[src/hw/mem_pkg.sv]
package mem_pkg;

    //////////////////////////////
    // State word layout
    //////////////////////////////

    // One bit per store, same meaning in the load and read words
    localparam int STORE_BIAS   = 2;
    localparam int STORE_WEIGHT = 1;
    localparam int STORE_LAYER  = 0;

    typedef logic [2:0] state_t;

    // {bias_full, bias_empty, weight_full, weight_empty}
    typedef logic [3:0] mem_state_t;

    //////////////////////////////
    // APB register map
    //////////////////////////////

    localparam logic [7:0] ADDR_LOAD_STATE  = 8'h00;
    localparam logic [7:0] ADDR_BIAS_DATA   = 8'h04;
    localparam logic [7:0] ADDR_WEIGHT_DATA = 8'h08;
    localparam logic [7:0] ADDR_LAYER_DATA  = 8'h0C;
    localparam logic [7:0] ADDR_STATUS      = 8'h10;
    localparam logic [7:0] ADDR_CLEAR       = 8'h14;

    // Status readback, memory state sits in bits 3:0
    localparam int STATUS_LOAD_DONE = 4;

    //////////////////////////////
    // Data path
    //////////////////////////////

    // Parameter word width shared by all stores
    localparam int DATA_W = 16;

endpackage
[src/hw/cnn_mem_top.sv]
`timescale 1ns/1ps

module cnn_mem_top #(
    parameter int BIAS_DEPTH   = 8,
    parameter int WEIGHT_DEPTH = 16,
    parameter int LAYER_DEPTH  = 32
) (
    input  logic                       clk,
    input  logic                       rst,

    // Host APB
    input  logic                       psel,
    input  logic                       penable,
    input  logic                       pwrite,
    input  logic [7:0]                 paddr,
    input  logic [31:0]                pwdata,
    output logic [31:0]                prdata,
    output logic                       pready,
    output logic                       pslverr,

    // From the global controller
    input  mem_pkg::state_t            read_state,

    // Streams toward the compute array
    output logic [mem_pkg::DATA_W-1:0] bias_q,
    output logic                       bias_valid,
    output logic [mem_pkg::DATA_W-1:0] weight_q,
    output logic                       weight_valid,
    output logic [mem_pkg::DATA_W-1:0] layer_q,
    output logic                       layer_valid
);

    mem_pkg::state_t            load_state;
    mem_pkg::mem_state_t        memory_state;
    logic                       clear_req;
    logic                       load_done;
    logic                       bias_wr_ok;
    logic                       weight_wr_ok;
    logic                       layer_wr_ok;
    logic                       bias_push;
    logic                       weight_push;
    logic                       layer_push;
    logic [mem_pkg::DATA_W-1:0] push_data;
    logic                       bias_rd_en;
    logic                       weight_rd_en;
    logic                       layer_rd_en;
    logic                       bias_rst;
    logic                       weight_rst;
    logic                       layer_rst;
    logic                       bias_full;
    logic                       bias_empty;
    logic                       weight_full;
    logic                       weight_empty;

    //////////////////////////////
    // Host side
    //////////////////////////////

    apb_load_port u_port (
        .clk          (clk),
        .rst          (rst),
        .psel         (psel),
        .penable      (penable),
        .pwrite       (pwrite),
        .paddr        (paddr),
        .pwdata       (pwdata),
        .prdata       (prdata),
        .pready       (pready),
        .pslverr      (pslverr),
        .bias_wr_ok   (bias_wr_ok),
        .weight_wr_ok (weight_wr_ok),
        .layer_wr_ok  (layer_wr_ok),
        .load_done    (load_done),
        .memory_state (memory_state),
        .load_state   (load_state),
        .clear_req    (clear_req),
        .bias_push    (bias_push),
        .weight_push  (weight_push),
        .layer_push   (layer_push),
        .push_data    (push_data)
    );

    memory_controller u_ctrl (
        .clk          (clk),
        .rst          (rst),
        .load_state   (load_state),
        .read_state   (read_state),
        .clear_req    (clear_req),
        .bias_full    (bias_full),
        .bias_empty   (bias_empty),
        .weight_full  (weight_full),
        .weight_empty (weight_empty),
        .layer_push   (layer_push),
        .bias_wr_ok   (bias_wr_ok),
        .weight_wr_ok (weight_wr_ok),
        .layer_wr_ok  (layer_wr_ok),
        .bias_rd_en   (bias_rd_en),
        .weight_rd_en (weight_rd_en),
        .layer_rd_en  (layer_rd_en),
        .bias_rst     (bias_rst),
        .weight_rst   (weight_rst),
        .layer_rst    (layer_rst),
        .load_done    (load_done),
        .memory_state (memory_state)
    );

    //////////////////////////////
    // Stores
    //////////////////////////////

    param_fifo #(.DEPTH(BIAS_DEPTH), .WIDTH(mem_pkg::DATA_W)) u_bias_fifo (
        .clk       (clk),
        .rst       (rst),
        .flush     (bias_rst),
        .push      (bias_push),
        .push_data (push_data),
        .rd_en     (bias_rd_en),
        .q         (bias_q),
        .q_valid   (bias_valid),
        .full      (bias_full),
        .empty     (bias_empty)
    );

    param_fifo #(.DEPTH(WEIGHT_DEPTH), .WIDTH(mem_pkg::DATA_W)) u_weight_fifo (
        .clk       (clk),
        .rst       (rst),
        .flush     (weight_rst),
        .push      (weight_push),
        .push_data (push_data),
        .rd_en     (weight_rd_en),
        .q         (weight_q),
        .q_valid   (weight_valid),
        .full      (weight_full),
        .empty     (weight_empty)
    );

    layer_buffer #(.DEPTH(LAYER_DEPTH), .WIDTH(mem_pkg::DATA_W)) u_layer_buf (
        .clk       (clk),
        .rst       (rst),
        .flush     (layer_rst),
        .push      (layer_push),
        .push_data (push_data),
        .rd_en     (layer_rd_en),
        .q         (layer_q),
        .q_valid   (layer_valid)
    );

endmodule

[src/hw/apb_load_port.sv]
`timescale 1ns/1ps

module apb_load_port (
    input  logic                       clk,
    input  logic                       rst,

    // APB slave
    input  logic                       psel,
    input  logic                       penable,
    input  logic                       pwrite,
    input  logic [7:0]                 paddr,
    input  logic [31:0]                pwdata,
    output logic [31:0]                prdata,
    output logic                       pready,
    output logic                       pslverr,

    // Permissions and status from the memory controller
    input  logic                       bias_wr_ok,
    input  logic                       weight_wr_ok,
    input  logic                       layer_wr_ok,
    input  logic                       load_done,
    input  mem_pkg::mem_state_t        memory_state,

    // Toward controller and stores
    output mem_pkg::state_t            load_state,
    output logic                       clear_req,
    output logic                       bias_push,
    output logic                       weight_push,
    output logic                       layer_push,
    output logic [mem_pkg::DATA_W-1:0] push_data
);

    logic access;
    logic wr_access;
    logic sel_load;
    logic sel_bias;
    logic sel_weight;
    logic sel_layer;
    logic sel_status;
    logic sel_clear;
    logic addr_known;
    logic data_refused;

    //////////////////////////////
    // Address decode
    //////////////////////////////

    assign access    = psel && penable;
    assign wr_access = access && pwrite;

    assign sel_load   = (paddr == mem_pkg::ADDR_LOAD_STATE);
    assign sel_bias   = (paddr == mem_pkg::ADDR_BIAS_DATA);
    assign sel_weight = (paddr == mem_pkg::ADDR_WEIGHT_DATA);
    assign sel_layer  = (paddr == mem_pkg::ADDR_LAYER_DATA);
    assign sel_status = (paddr == mem_pkg::ADDR_STATUS);
    assign sel_clear  = (paddr == mem_pkg::ADDR_CLEAR);

    assign addr_known = sel_load || sel_bias || sel_weight || sel_layer
                        || sel_status || sel_clear;

    // Data write into a store that is not accepting
    assign data_refused = wr_access && ((sel_bias && !bias_wr_ok)
                                        || (sel_weight && !weight_wr_ok)
                                        || (sel_layer && !layer_wr_ok));

    // No wait states
    assign pready  = 1'b1;
    assign pslverr = access && (!addr_known || data_refused);

    //////////////////////////////
    // Readback
    //////////////////////////////

    always_comb
    begin
        prdata = '0;
        if (sel_status)
        begin
            prdata[mem_pkg::STATUS_LOAD_DONE] = load_done;
            prdata[3:0] = memory_state;
        end
        else if (sel_load)
            prdata[2:0] = load_state;
    end

    //////////////////////////////
    // Writes
    //////////////////////////////

    always_ff @(posedge clk or posedge rst)
    begin
        if (rst)
        begin
            load_state  <= '0;
            clear_req   <= 1'b0;
            bias_push   <= 1'b0;
            weight_push <= 1'b0;
            layer_push  <= 1'b0;
        end
        else
        begin
            // Strobes last a single cycle
            clear_req   <= wr_access && sel_clear;
            bias_push   <= wr_access && sel_bias && bias_wr_ok;
            weight_push <= wr_access && sel_weight && weight_wr_ok;
            layer_push  <= wr_access && sel_layer && layer_wr_ok;
            if (wr_access && sel_load)
                load_state <= pwdata[2:0];
        end
    end

    // Word travels alongside whichever strobe fires
    always_ff @(posedge clk)
    begin
        if (wr_access && (sel_bias || sel_weight || sel_layer))
            push_data <= pwdata[mem_pkg::DATA_W-1:0];
    end

endmodule

[src/hw/layer_buffer.sv]
`timescale 1ns/1ps

module layer_buffer #(
    parameter int DEPTH = 32,
    parameter int WIDTH = 16
) (
    input  logic             clk,
    input  logic             rst,
    input  logic             flush,
    input  logic             push,
    input  logic [WIDTH-1:0] push_data,
    input  logic             rd_en,
    output logic [WIDTH-1:0] q,
    output logic             q_valid
);

    localparam int AW = (DEPTH > 1) ? $clog2(DEPTH) : 1;

    logic [WIDTH-1:0] mem [DEPTH];
    logic [AW-1:0]    wr_addr;
    logic [AW-1:0]    rd_addr;
    logic [AW-1:0]    addr;
    logic             do_read;

    function automatic logic [AW-1:0] bump(input logic [AW-1:0] a);
        return (a == AW'(DEPTH - 1)) ? '0 : a + 1'b1;
    endfunction

    // Loading owns the port whenever it asks
    assign do_read = rd_en && !push;
    assign addr    = push ? wr_addr : rd_addr;

    // One address, one access per cycle
    always_ff @(posedge clk)
    begin
        if (push)
            mem[addr] <= push_data;
        else if (do_read)
            q <= mem[addr];
    end

    always_ff @(posedge clk or posedge rst)
    begin
        if (rst)
        begin
            wr_addr <= '0;
            rd_addr <= '0;
            q_valid <= 1'b0;
        end
        else if (flush)
        begin
            wr_addr <= '0;
            rd_addr <= '0;
            q_valid <= 1'b0;
        end
        else
        begin
            if (push)
                wr_addr <= bump(wr_addr);
            // Read side replays the layer in write order
            if (do_read)
                rd_addr <= bump(rd_addr);
            q_valid <= do_read;
        end
    end

endmodule

[src/hw/param_fifo.sv]
`timescale 1ns/1ps

module param_fifo #(
    parameter int DEPTH = 8,
    parameter int WIDTH = 16
) (
    input  logic             clk,
    input  logic             rst,
    input  logic             flush,
    input  logic             push,
    input  logic [WIDTH-1:0] push_data,
    input  logic             rd_en,
    output logic [WIDTH-1:0] q,
    output logic             q_valid,
    output logic             full,
    output logic             empty
);

    localparam int PTR_W = (DEPTH > 1) ? $clog2(DEPTH) : 1;
    localparam int CNT_W = $clog2(DEPTH + 1);

    logic [WIDTH-1:0] mem [DEPTH];
    logic [PTR_W-1:0] wr_ptr;
    logic [PTR_W-1:0] rd_ptr;
    logic [CNT_W-1:0] count;
    logic             do_push;
    logic             do_pop;

    // Pointer step with wrap at DEPTH, depth need not be a power of two
    function automatic logic [PTR_W-1:0] bump(input logic [PTR_W-1:0] ptr);
        return (ptr == PTR_W'(DEPTH - 1)) ? '0 : ptr + 1'b1;
    endfunction

    assign full    = (count == CNT_W'(DEPTH));
    assign empty   = (count == '0);
    assign do_push = push && !full;
    assign do_pop  = rd_en && !empty;

    always_ff @(posedge clk or posedge rst)
    begin
        if (rst)
        begin
            wr_ptr  <= '0;
            rd_ptr  <= '0;
            count   <= '0;
            q_valid <= 1'b0;
        end
        else if (flush)
        begin
            wr_ptr  <= '0;
            rd_ptr  <= '0;
            count   <= '0;
            q_valid <= 1'b0;
        end
        else
        begin
            if (do_push)
                wr_ptr <= bump(wr_ptr);
            if (do_pop)
                rd_ptr <= bump(rd_ptr);
            q_valid <= do_pop;
            // Push and pop together leave the count alone
            case ({do_push, do_pop})
                2'b10:   count <= count + 1'b1;
                2'b01:   count <= count - 1'b1;
                default: count <= count;
            endcase
        end
    end

    // Storage and output word
    always_ff @(posedge clk)
    begin
        if (do_push)
            mem[wr_ptr] <= push_data;
        if (do_pop)
            q <= mem[rd_ptr];
    end

endmodule

[src/hw/memory_controller.sv]
`timescale 1ns/1ps

module memory_controller (
    input  logic                clk,
    input  logic                rst,

    // State words from the host port and the global controller
    input  mem_pkg::state_t     load_state,
    input  mem_pkg::state_t     read_state,
    input  logic                clear_req,

    // Store flags
    input  logic                bias_full,
    input  logic                bias_empty,
    input  logic                weight_full,
    input  logic                weight_empty,
    input  logic                layer_push,

    // Write permissions back to the port
    output logic                bias_wr_ok,
    output logic                weight_wr_ok,
    output logic                layer_wr_ok,

    // Read enables toward the stores
    output logic                bias_rd_en,
    output logic                weight_rd_en,
    output logic                layer_rd_en,

    // Synchronous store flushes
    output logic                bias_rst,
    output logic                weight_rst,
    output logic                layer_rst,

    // Status
    output logic                load_done,
    output mem_pkg::mem_state_t memory_state
);

    logic flush_q;

    //////////////////////////////
    // Load decode
    //////////////////////////////

    // A FIFO refuses new words once full
    assign bias_wr_ok   = load_state[mem_pkg::STORE_BIAS] && !bias_full;
    assign weight_wr_ok = load_state[mem_pkg::STORE_WEIGHT] && !weight_full;
    assign layer_wr_ok  = load_state[mem_pkg::STORE_LAYER];

    //////////////////////////////
    // Read decode
    //////////////////////////////

    // Never pop an empty FIFO
    assign bias_rd_en   = read_state[mem_pkg::STORE_BIAS] && !bias_empty;
    assign weight_rd_en = read_state[mem_pkg::STORE_WEIGHT] && !weight_empty;

    // Single port, so a pending layer write wins the cycle
    assign layer_rd_en  = read_state[mem_pkg::STORE_LAYER] && !layer_push;

    //////////////////////////////
    // Flush and status
    //////////////////////////////

    assign bias_rst   = flush_q;
    assign weight_rst = flush_q;
    assign layer_rst  = flush_q;

    always_ff @(posedge clk or posedge rst)
    begin
        if (rst)
        begin
            flush_q      <= 1'b0;
            load_done    <= 1'b1;
            // Both FIFOs come up empty
            memory_state <= 4'b0101;
        end
        else
        begin
            flush_q      <= clear_req;
            // Loading is finished once every load bit is down
            load_done    <= (load_state == '0);
            memory_state <= {bias_full, bias_empty, weight_full, weight_empty};
        end
    end

endmodule

[config.mk]
export PLATFORM = sky130hd
export DESIGN_NAME = cnn_mem_top
export DESIGN_NICKNAME = d
export VERILOG_FILES = /design/src/hw/mem_pkg.sv /design/src/hw/cnn_mem_top.sv /design/src/hw/apb_load_port.sv /design/src/hw/layer_buffer.sv /design/src/hw/param_fifo.sv /design/src/hw/memory_controller.sv
export SDC_FILE = /design/constraint.sdc
export NUM_CORES = 1
export LEC_CHECK = 0
export ABC_AREA = 1
export BUFFER_PORTS_ARGS = -buffer_cell sky130_fd_sc_hd__buf_2
export CAP_MARGIN = 20
export CORE_AREA = 2 2 399 401
export CTS_CLUSTER_DIAMETER = 50
export DETAILED_ROUTE_END_ITERATION = 8
export DIE_AREA = 0 0 401 403
export GPL_ROUTABILITY_DRIVEN = 0
export GPL_TIMING_DRIVEN = 0
export PLACE_DENSITY = 0.45
export SLEW_MARGIN = 0
export SYNTH_ARGS = -nofsm -noshare
export SYNTH_HDL_FRONTEND = slang
export SYNTH_SLANG_ARGS = --single-unit
[constraint.sdc]
create_clock -name clk -period 2.85 [get_ports clk]
set_input_delay 0.855 -clock clk [delete_from_list [all_inputs] [get_ports clk]]
set_output_delay 0.855 -clock clk [all_outputs]
set_load 0.01 [all_outputs]
==> results.toml <==
[min_path]
hp-class = "input port to asynchronous set/reset pin"

[pwr]
power_density_mw_per_mm2 = 847
cellLeakagePower_nw = 16.9
power.internal_mw = 27.6
p_clk_share_pct = 34.2
ir_drop_mv = 0.512
p_sw_share_pct = 33.5
p_switching_mw = 13.9
fin_total_pwr_mw = 41.6
p_comb_share_pct = 24.8
pwr-share-seq_pct = 41.0

[setup_path]
critical_path_required_ns = 2.00
crit_type = "input port to output pin"
worst-path-max-fanout = 5
reg2reg_slack_ns = 0.04
arrival_ns = 2.23
crit_chain = "buf_6, nor2_4, clkinvlp_4, nor3_4, buf_4, nand2_4, nor2_4, buf_6"
cp_slowest_stage_delay_ns = 0.35
cp-start-kind = "input port"
path_delay_family = "simple AND/OR/NAND/NOR gates"
critPathSlowestCell = "nor3_4"
cp-end-kind = "output pin"
path_buf_inv = 4

[drt]
wire_per_inst_um = 23.9
first_pass_iters = 5
ant_nets = 0
dr_total_vias = 24600
drt_iter0_markers = 2515
drt-total-wl_mm = 127
viasPerCell = 4.63
drc = 0

[final_layout]
area_delta_synth_final_pct = 25.7
instances_no_fill = 5306
fill_cells = 15600
nets = 3204
final_layout_size_suffix_gt1_share_pct = 18.8

[global_route]
antenna_found_initial = 9
grt_pass1_wl_mm = 179
grt_usage_pct = 15.4
grt_max_degree = 50
globalRouteOverflowTotal = 0
grt_pass1_vias = 24000

[job]
maxCapViolations = 0

[floorplan]
initial_core_util_pct = 24.8
die-area_mm2 = 0.162
die_h_um = 403
coreArea_mm2 = 0.157
num_rows = 146
io_pins = 133
die-width_um = 401

[sta]
whs_ns = 0.261
setup-violations-final = 6
rsz0062_at_grt = "true"
slew_headroom_pct = 29.3
period_minus_slack_ns = 3.09
finalClockSkew_ns = 0.0392
tightestPinTransition_ns = 1.06
finalSetupTns_ns = -1.12
fmax_mhz = 324
maxSlewViolCount = 0
hold_viol = 0
period_share_pct = 108
fin_ws_ns = -0.236

[yosys]
synth_top_area_cell = "edfxtp_1"
synth_edf_count = 960
synthCells = 2767
synth.avg_cell_area_um2 = 14.1
synth-seq-area-share_pct = 77.0
synthTopCellsByArea = "edfxtp_1 (74%), a22oi_1 (4.9%), nand2_1 (4.2%)"
ys_async_sr_fraction_pct = 4.86
ys_types = 38
ys.warnings.count = 0
synth_top_area_share_pct = 73.8
ys.flop_type = "edfxtp_1"
synth_area_mm2 = 0.0390
synth_seq_cells = 1009

[clock_tree]
clock_latency_ns = 0.75
cts-buffers-inserted = 113
cts.sinks = 1009
holdBufCountCts = 0
cts_tree = "done"
clk_path_buf_depth = 3
root_buffer = "clkbuf_16"
clkTransAtPathRegs_ns = 0.06
cts_max_level = 3

[status]
outcome = "finished with violations"
failed_checks = "negative setup slack"

[placement]
dp.cells = 5049
dp_slack_ns = -1.39
numPortBuffers = 88
hpwl_mm = 86.6
[stage by stage]
| step | utilization, % | cell area, um^2 |
|---|---|---|
| floorplan | - | 39100 |
| global placement | 26.8 | 42200 |
| detailed placement | 28.3 | 44500 |
| CTS | 31.0 | 48900 |
| global route | 31.2 | 49100 |
| finish | 31.2 | 49100 |
[worst paths after layout]
check	start	end	cells past startpoint
setup / recovery	paddr[0]	prdata[4]	8
hold / removal	rst	u_bias_fifo.wr_ptr[2]	2
setup reg to reg	u_layer_buf.rd_addr[2]	u_layer_buf.mem[4][10]	8
hold reg to reg	u_port.clear_req	u_ctrl.bias_rst	0
max in group asynchronous	rst	u_weight_fifo.count[0]	2
min in group clk	pwdata[10]	u_port.push_data[10]	1
[final cells by class]
class / instances / area [um^2] / area share, %
Clock buffer: 136 / 2920 / 5.96
Tap cell: 2072 / 2590 / 5.28
Timing Repair inverter: 1 / 5.00 / 0.0102
Timing Repair Buffer: 229 / 3250 / 6.63
Inverter: 81 / 319 / 0.650
Multi-Input combinational cell: 1532 / 8360 / 17.0
Buffer: 171 / 881 / 1.79
Sequential cell: 1009 / 30100 / 61.2
Antenna cell: 3 / 7.51 / 0.0153
Clock inverter: 72 / 691 / 1.41
[logic make-up (layout without fill, tap and decap cells)]
logic type	Yosys count	in the layout	share of synthesized area, %
adder cells (fa/ha/maj)	18	18	0.596
XOR/XNOR	10	10	0.224
AND/OR/NAND/NOR	860	860	8.71
other	2	31	0.0192
multiplexers	1	1	0.0288
AO/OA/AOI/OAI	615	615	10.4
buffers and inverters	252	690	3.02
flip-flops	1009	1009	77.0
[cells in the final DEF, fill, tap and decap left out, drive strengths merged]
cell type	n
nand3	49
clkinv	44
o21ai	221
mux2	1
bufinv	7
nor3	16
nand2	436
o221ai	44
diode	3
ha	17
xor2	5
o211ai	21
xnor2	5
inv	86
o21bai	1
edfxtp	960
clkbuf	207
a31oi	16
o22ai	46
buf	329
a211oi	1
or2	2
a21oi	8
nor2	356
dfstp	3
fa	1
dfrtp	46
o2111ai	1
a22oi	256
nor4	1
clkinvlp	17
conb	28
[power by group through the flow]
stage / registers [mW] / logic [mW] / clock network (mW)
2_1_floorplan: 17.5 / 5.55 / 0
3_3_place_gp: 17.4 / 10.0 / 0
3_5_place_dp: 17.3 / 10.1 / 0
4_1_cts: 17.1 / 10.3 / 14.5
5_1_grt: 17.1 / 11.2 / 15.0
6_report: 17.0 / 10.3 / 14.2
[layer usage]
metal  routed length, um  track usage (%)
met2               58200             24.3
met3                8170             2.35
met1               56600             21.5
met5                  52                0
met4                3800             5.43
[state kept, by name (all words and copies together), names as in the netlist, 3 cells and up]
| signal | flops |
|---|---|
| u_bias_fifo.count | 4 |
| u_bias_fifo.mem | 128 |
| u_bias_fifo.q | 16 |
| u_bias_fifo.rd_ptr | 3 |
| u_bias_fifo.wr_ptr | 3 |
| u_ctrl.memory_state | 4 |
| u_layer_buf.mem | 512 |
| u_layer_buf.q | 16 |
| u_layer_buf.rd_addr | 5 |
| u_layer_buf.wr_addr | 5 |
| u_port.load_state | 3 |
| u_port.push_data | 16 |
| u_weight_fifo.count | 5 |
| u_weight_fifo.mem | 256 |
| u_weight_fifo.q | 16 |
| u_weight_fifo.rd_ptr | 4 |
| u_weight_fifo.wr_ptr | 4 |
[Yosys cell counts (all sizes together) (2+ instances only)]
library cell and instances:
xor2 5, conb 2, nand3 49, nor3 16, buf 100, o211ai 21, inv 79, xnor2 5
clkinv 2, o221ai 44, a21oi 8, dfstp 3, dfrtp 46, o22ai 46, nand2 436, ha 17
edfxtp 960, clkbuf 71, or2 2, o21ai 221, nor2 356, a22oi 256, a31oi 16
[repair_timing]
action	in CTS	in global routing
gates cloned	0	1
resized for setup	67	21
setup endpoints to repair	434	107
buffers inserted	33	12
pin swaps	22	15
(Power assumes the default switching activity.)
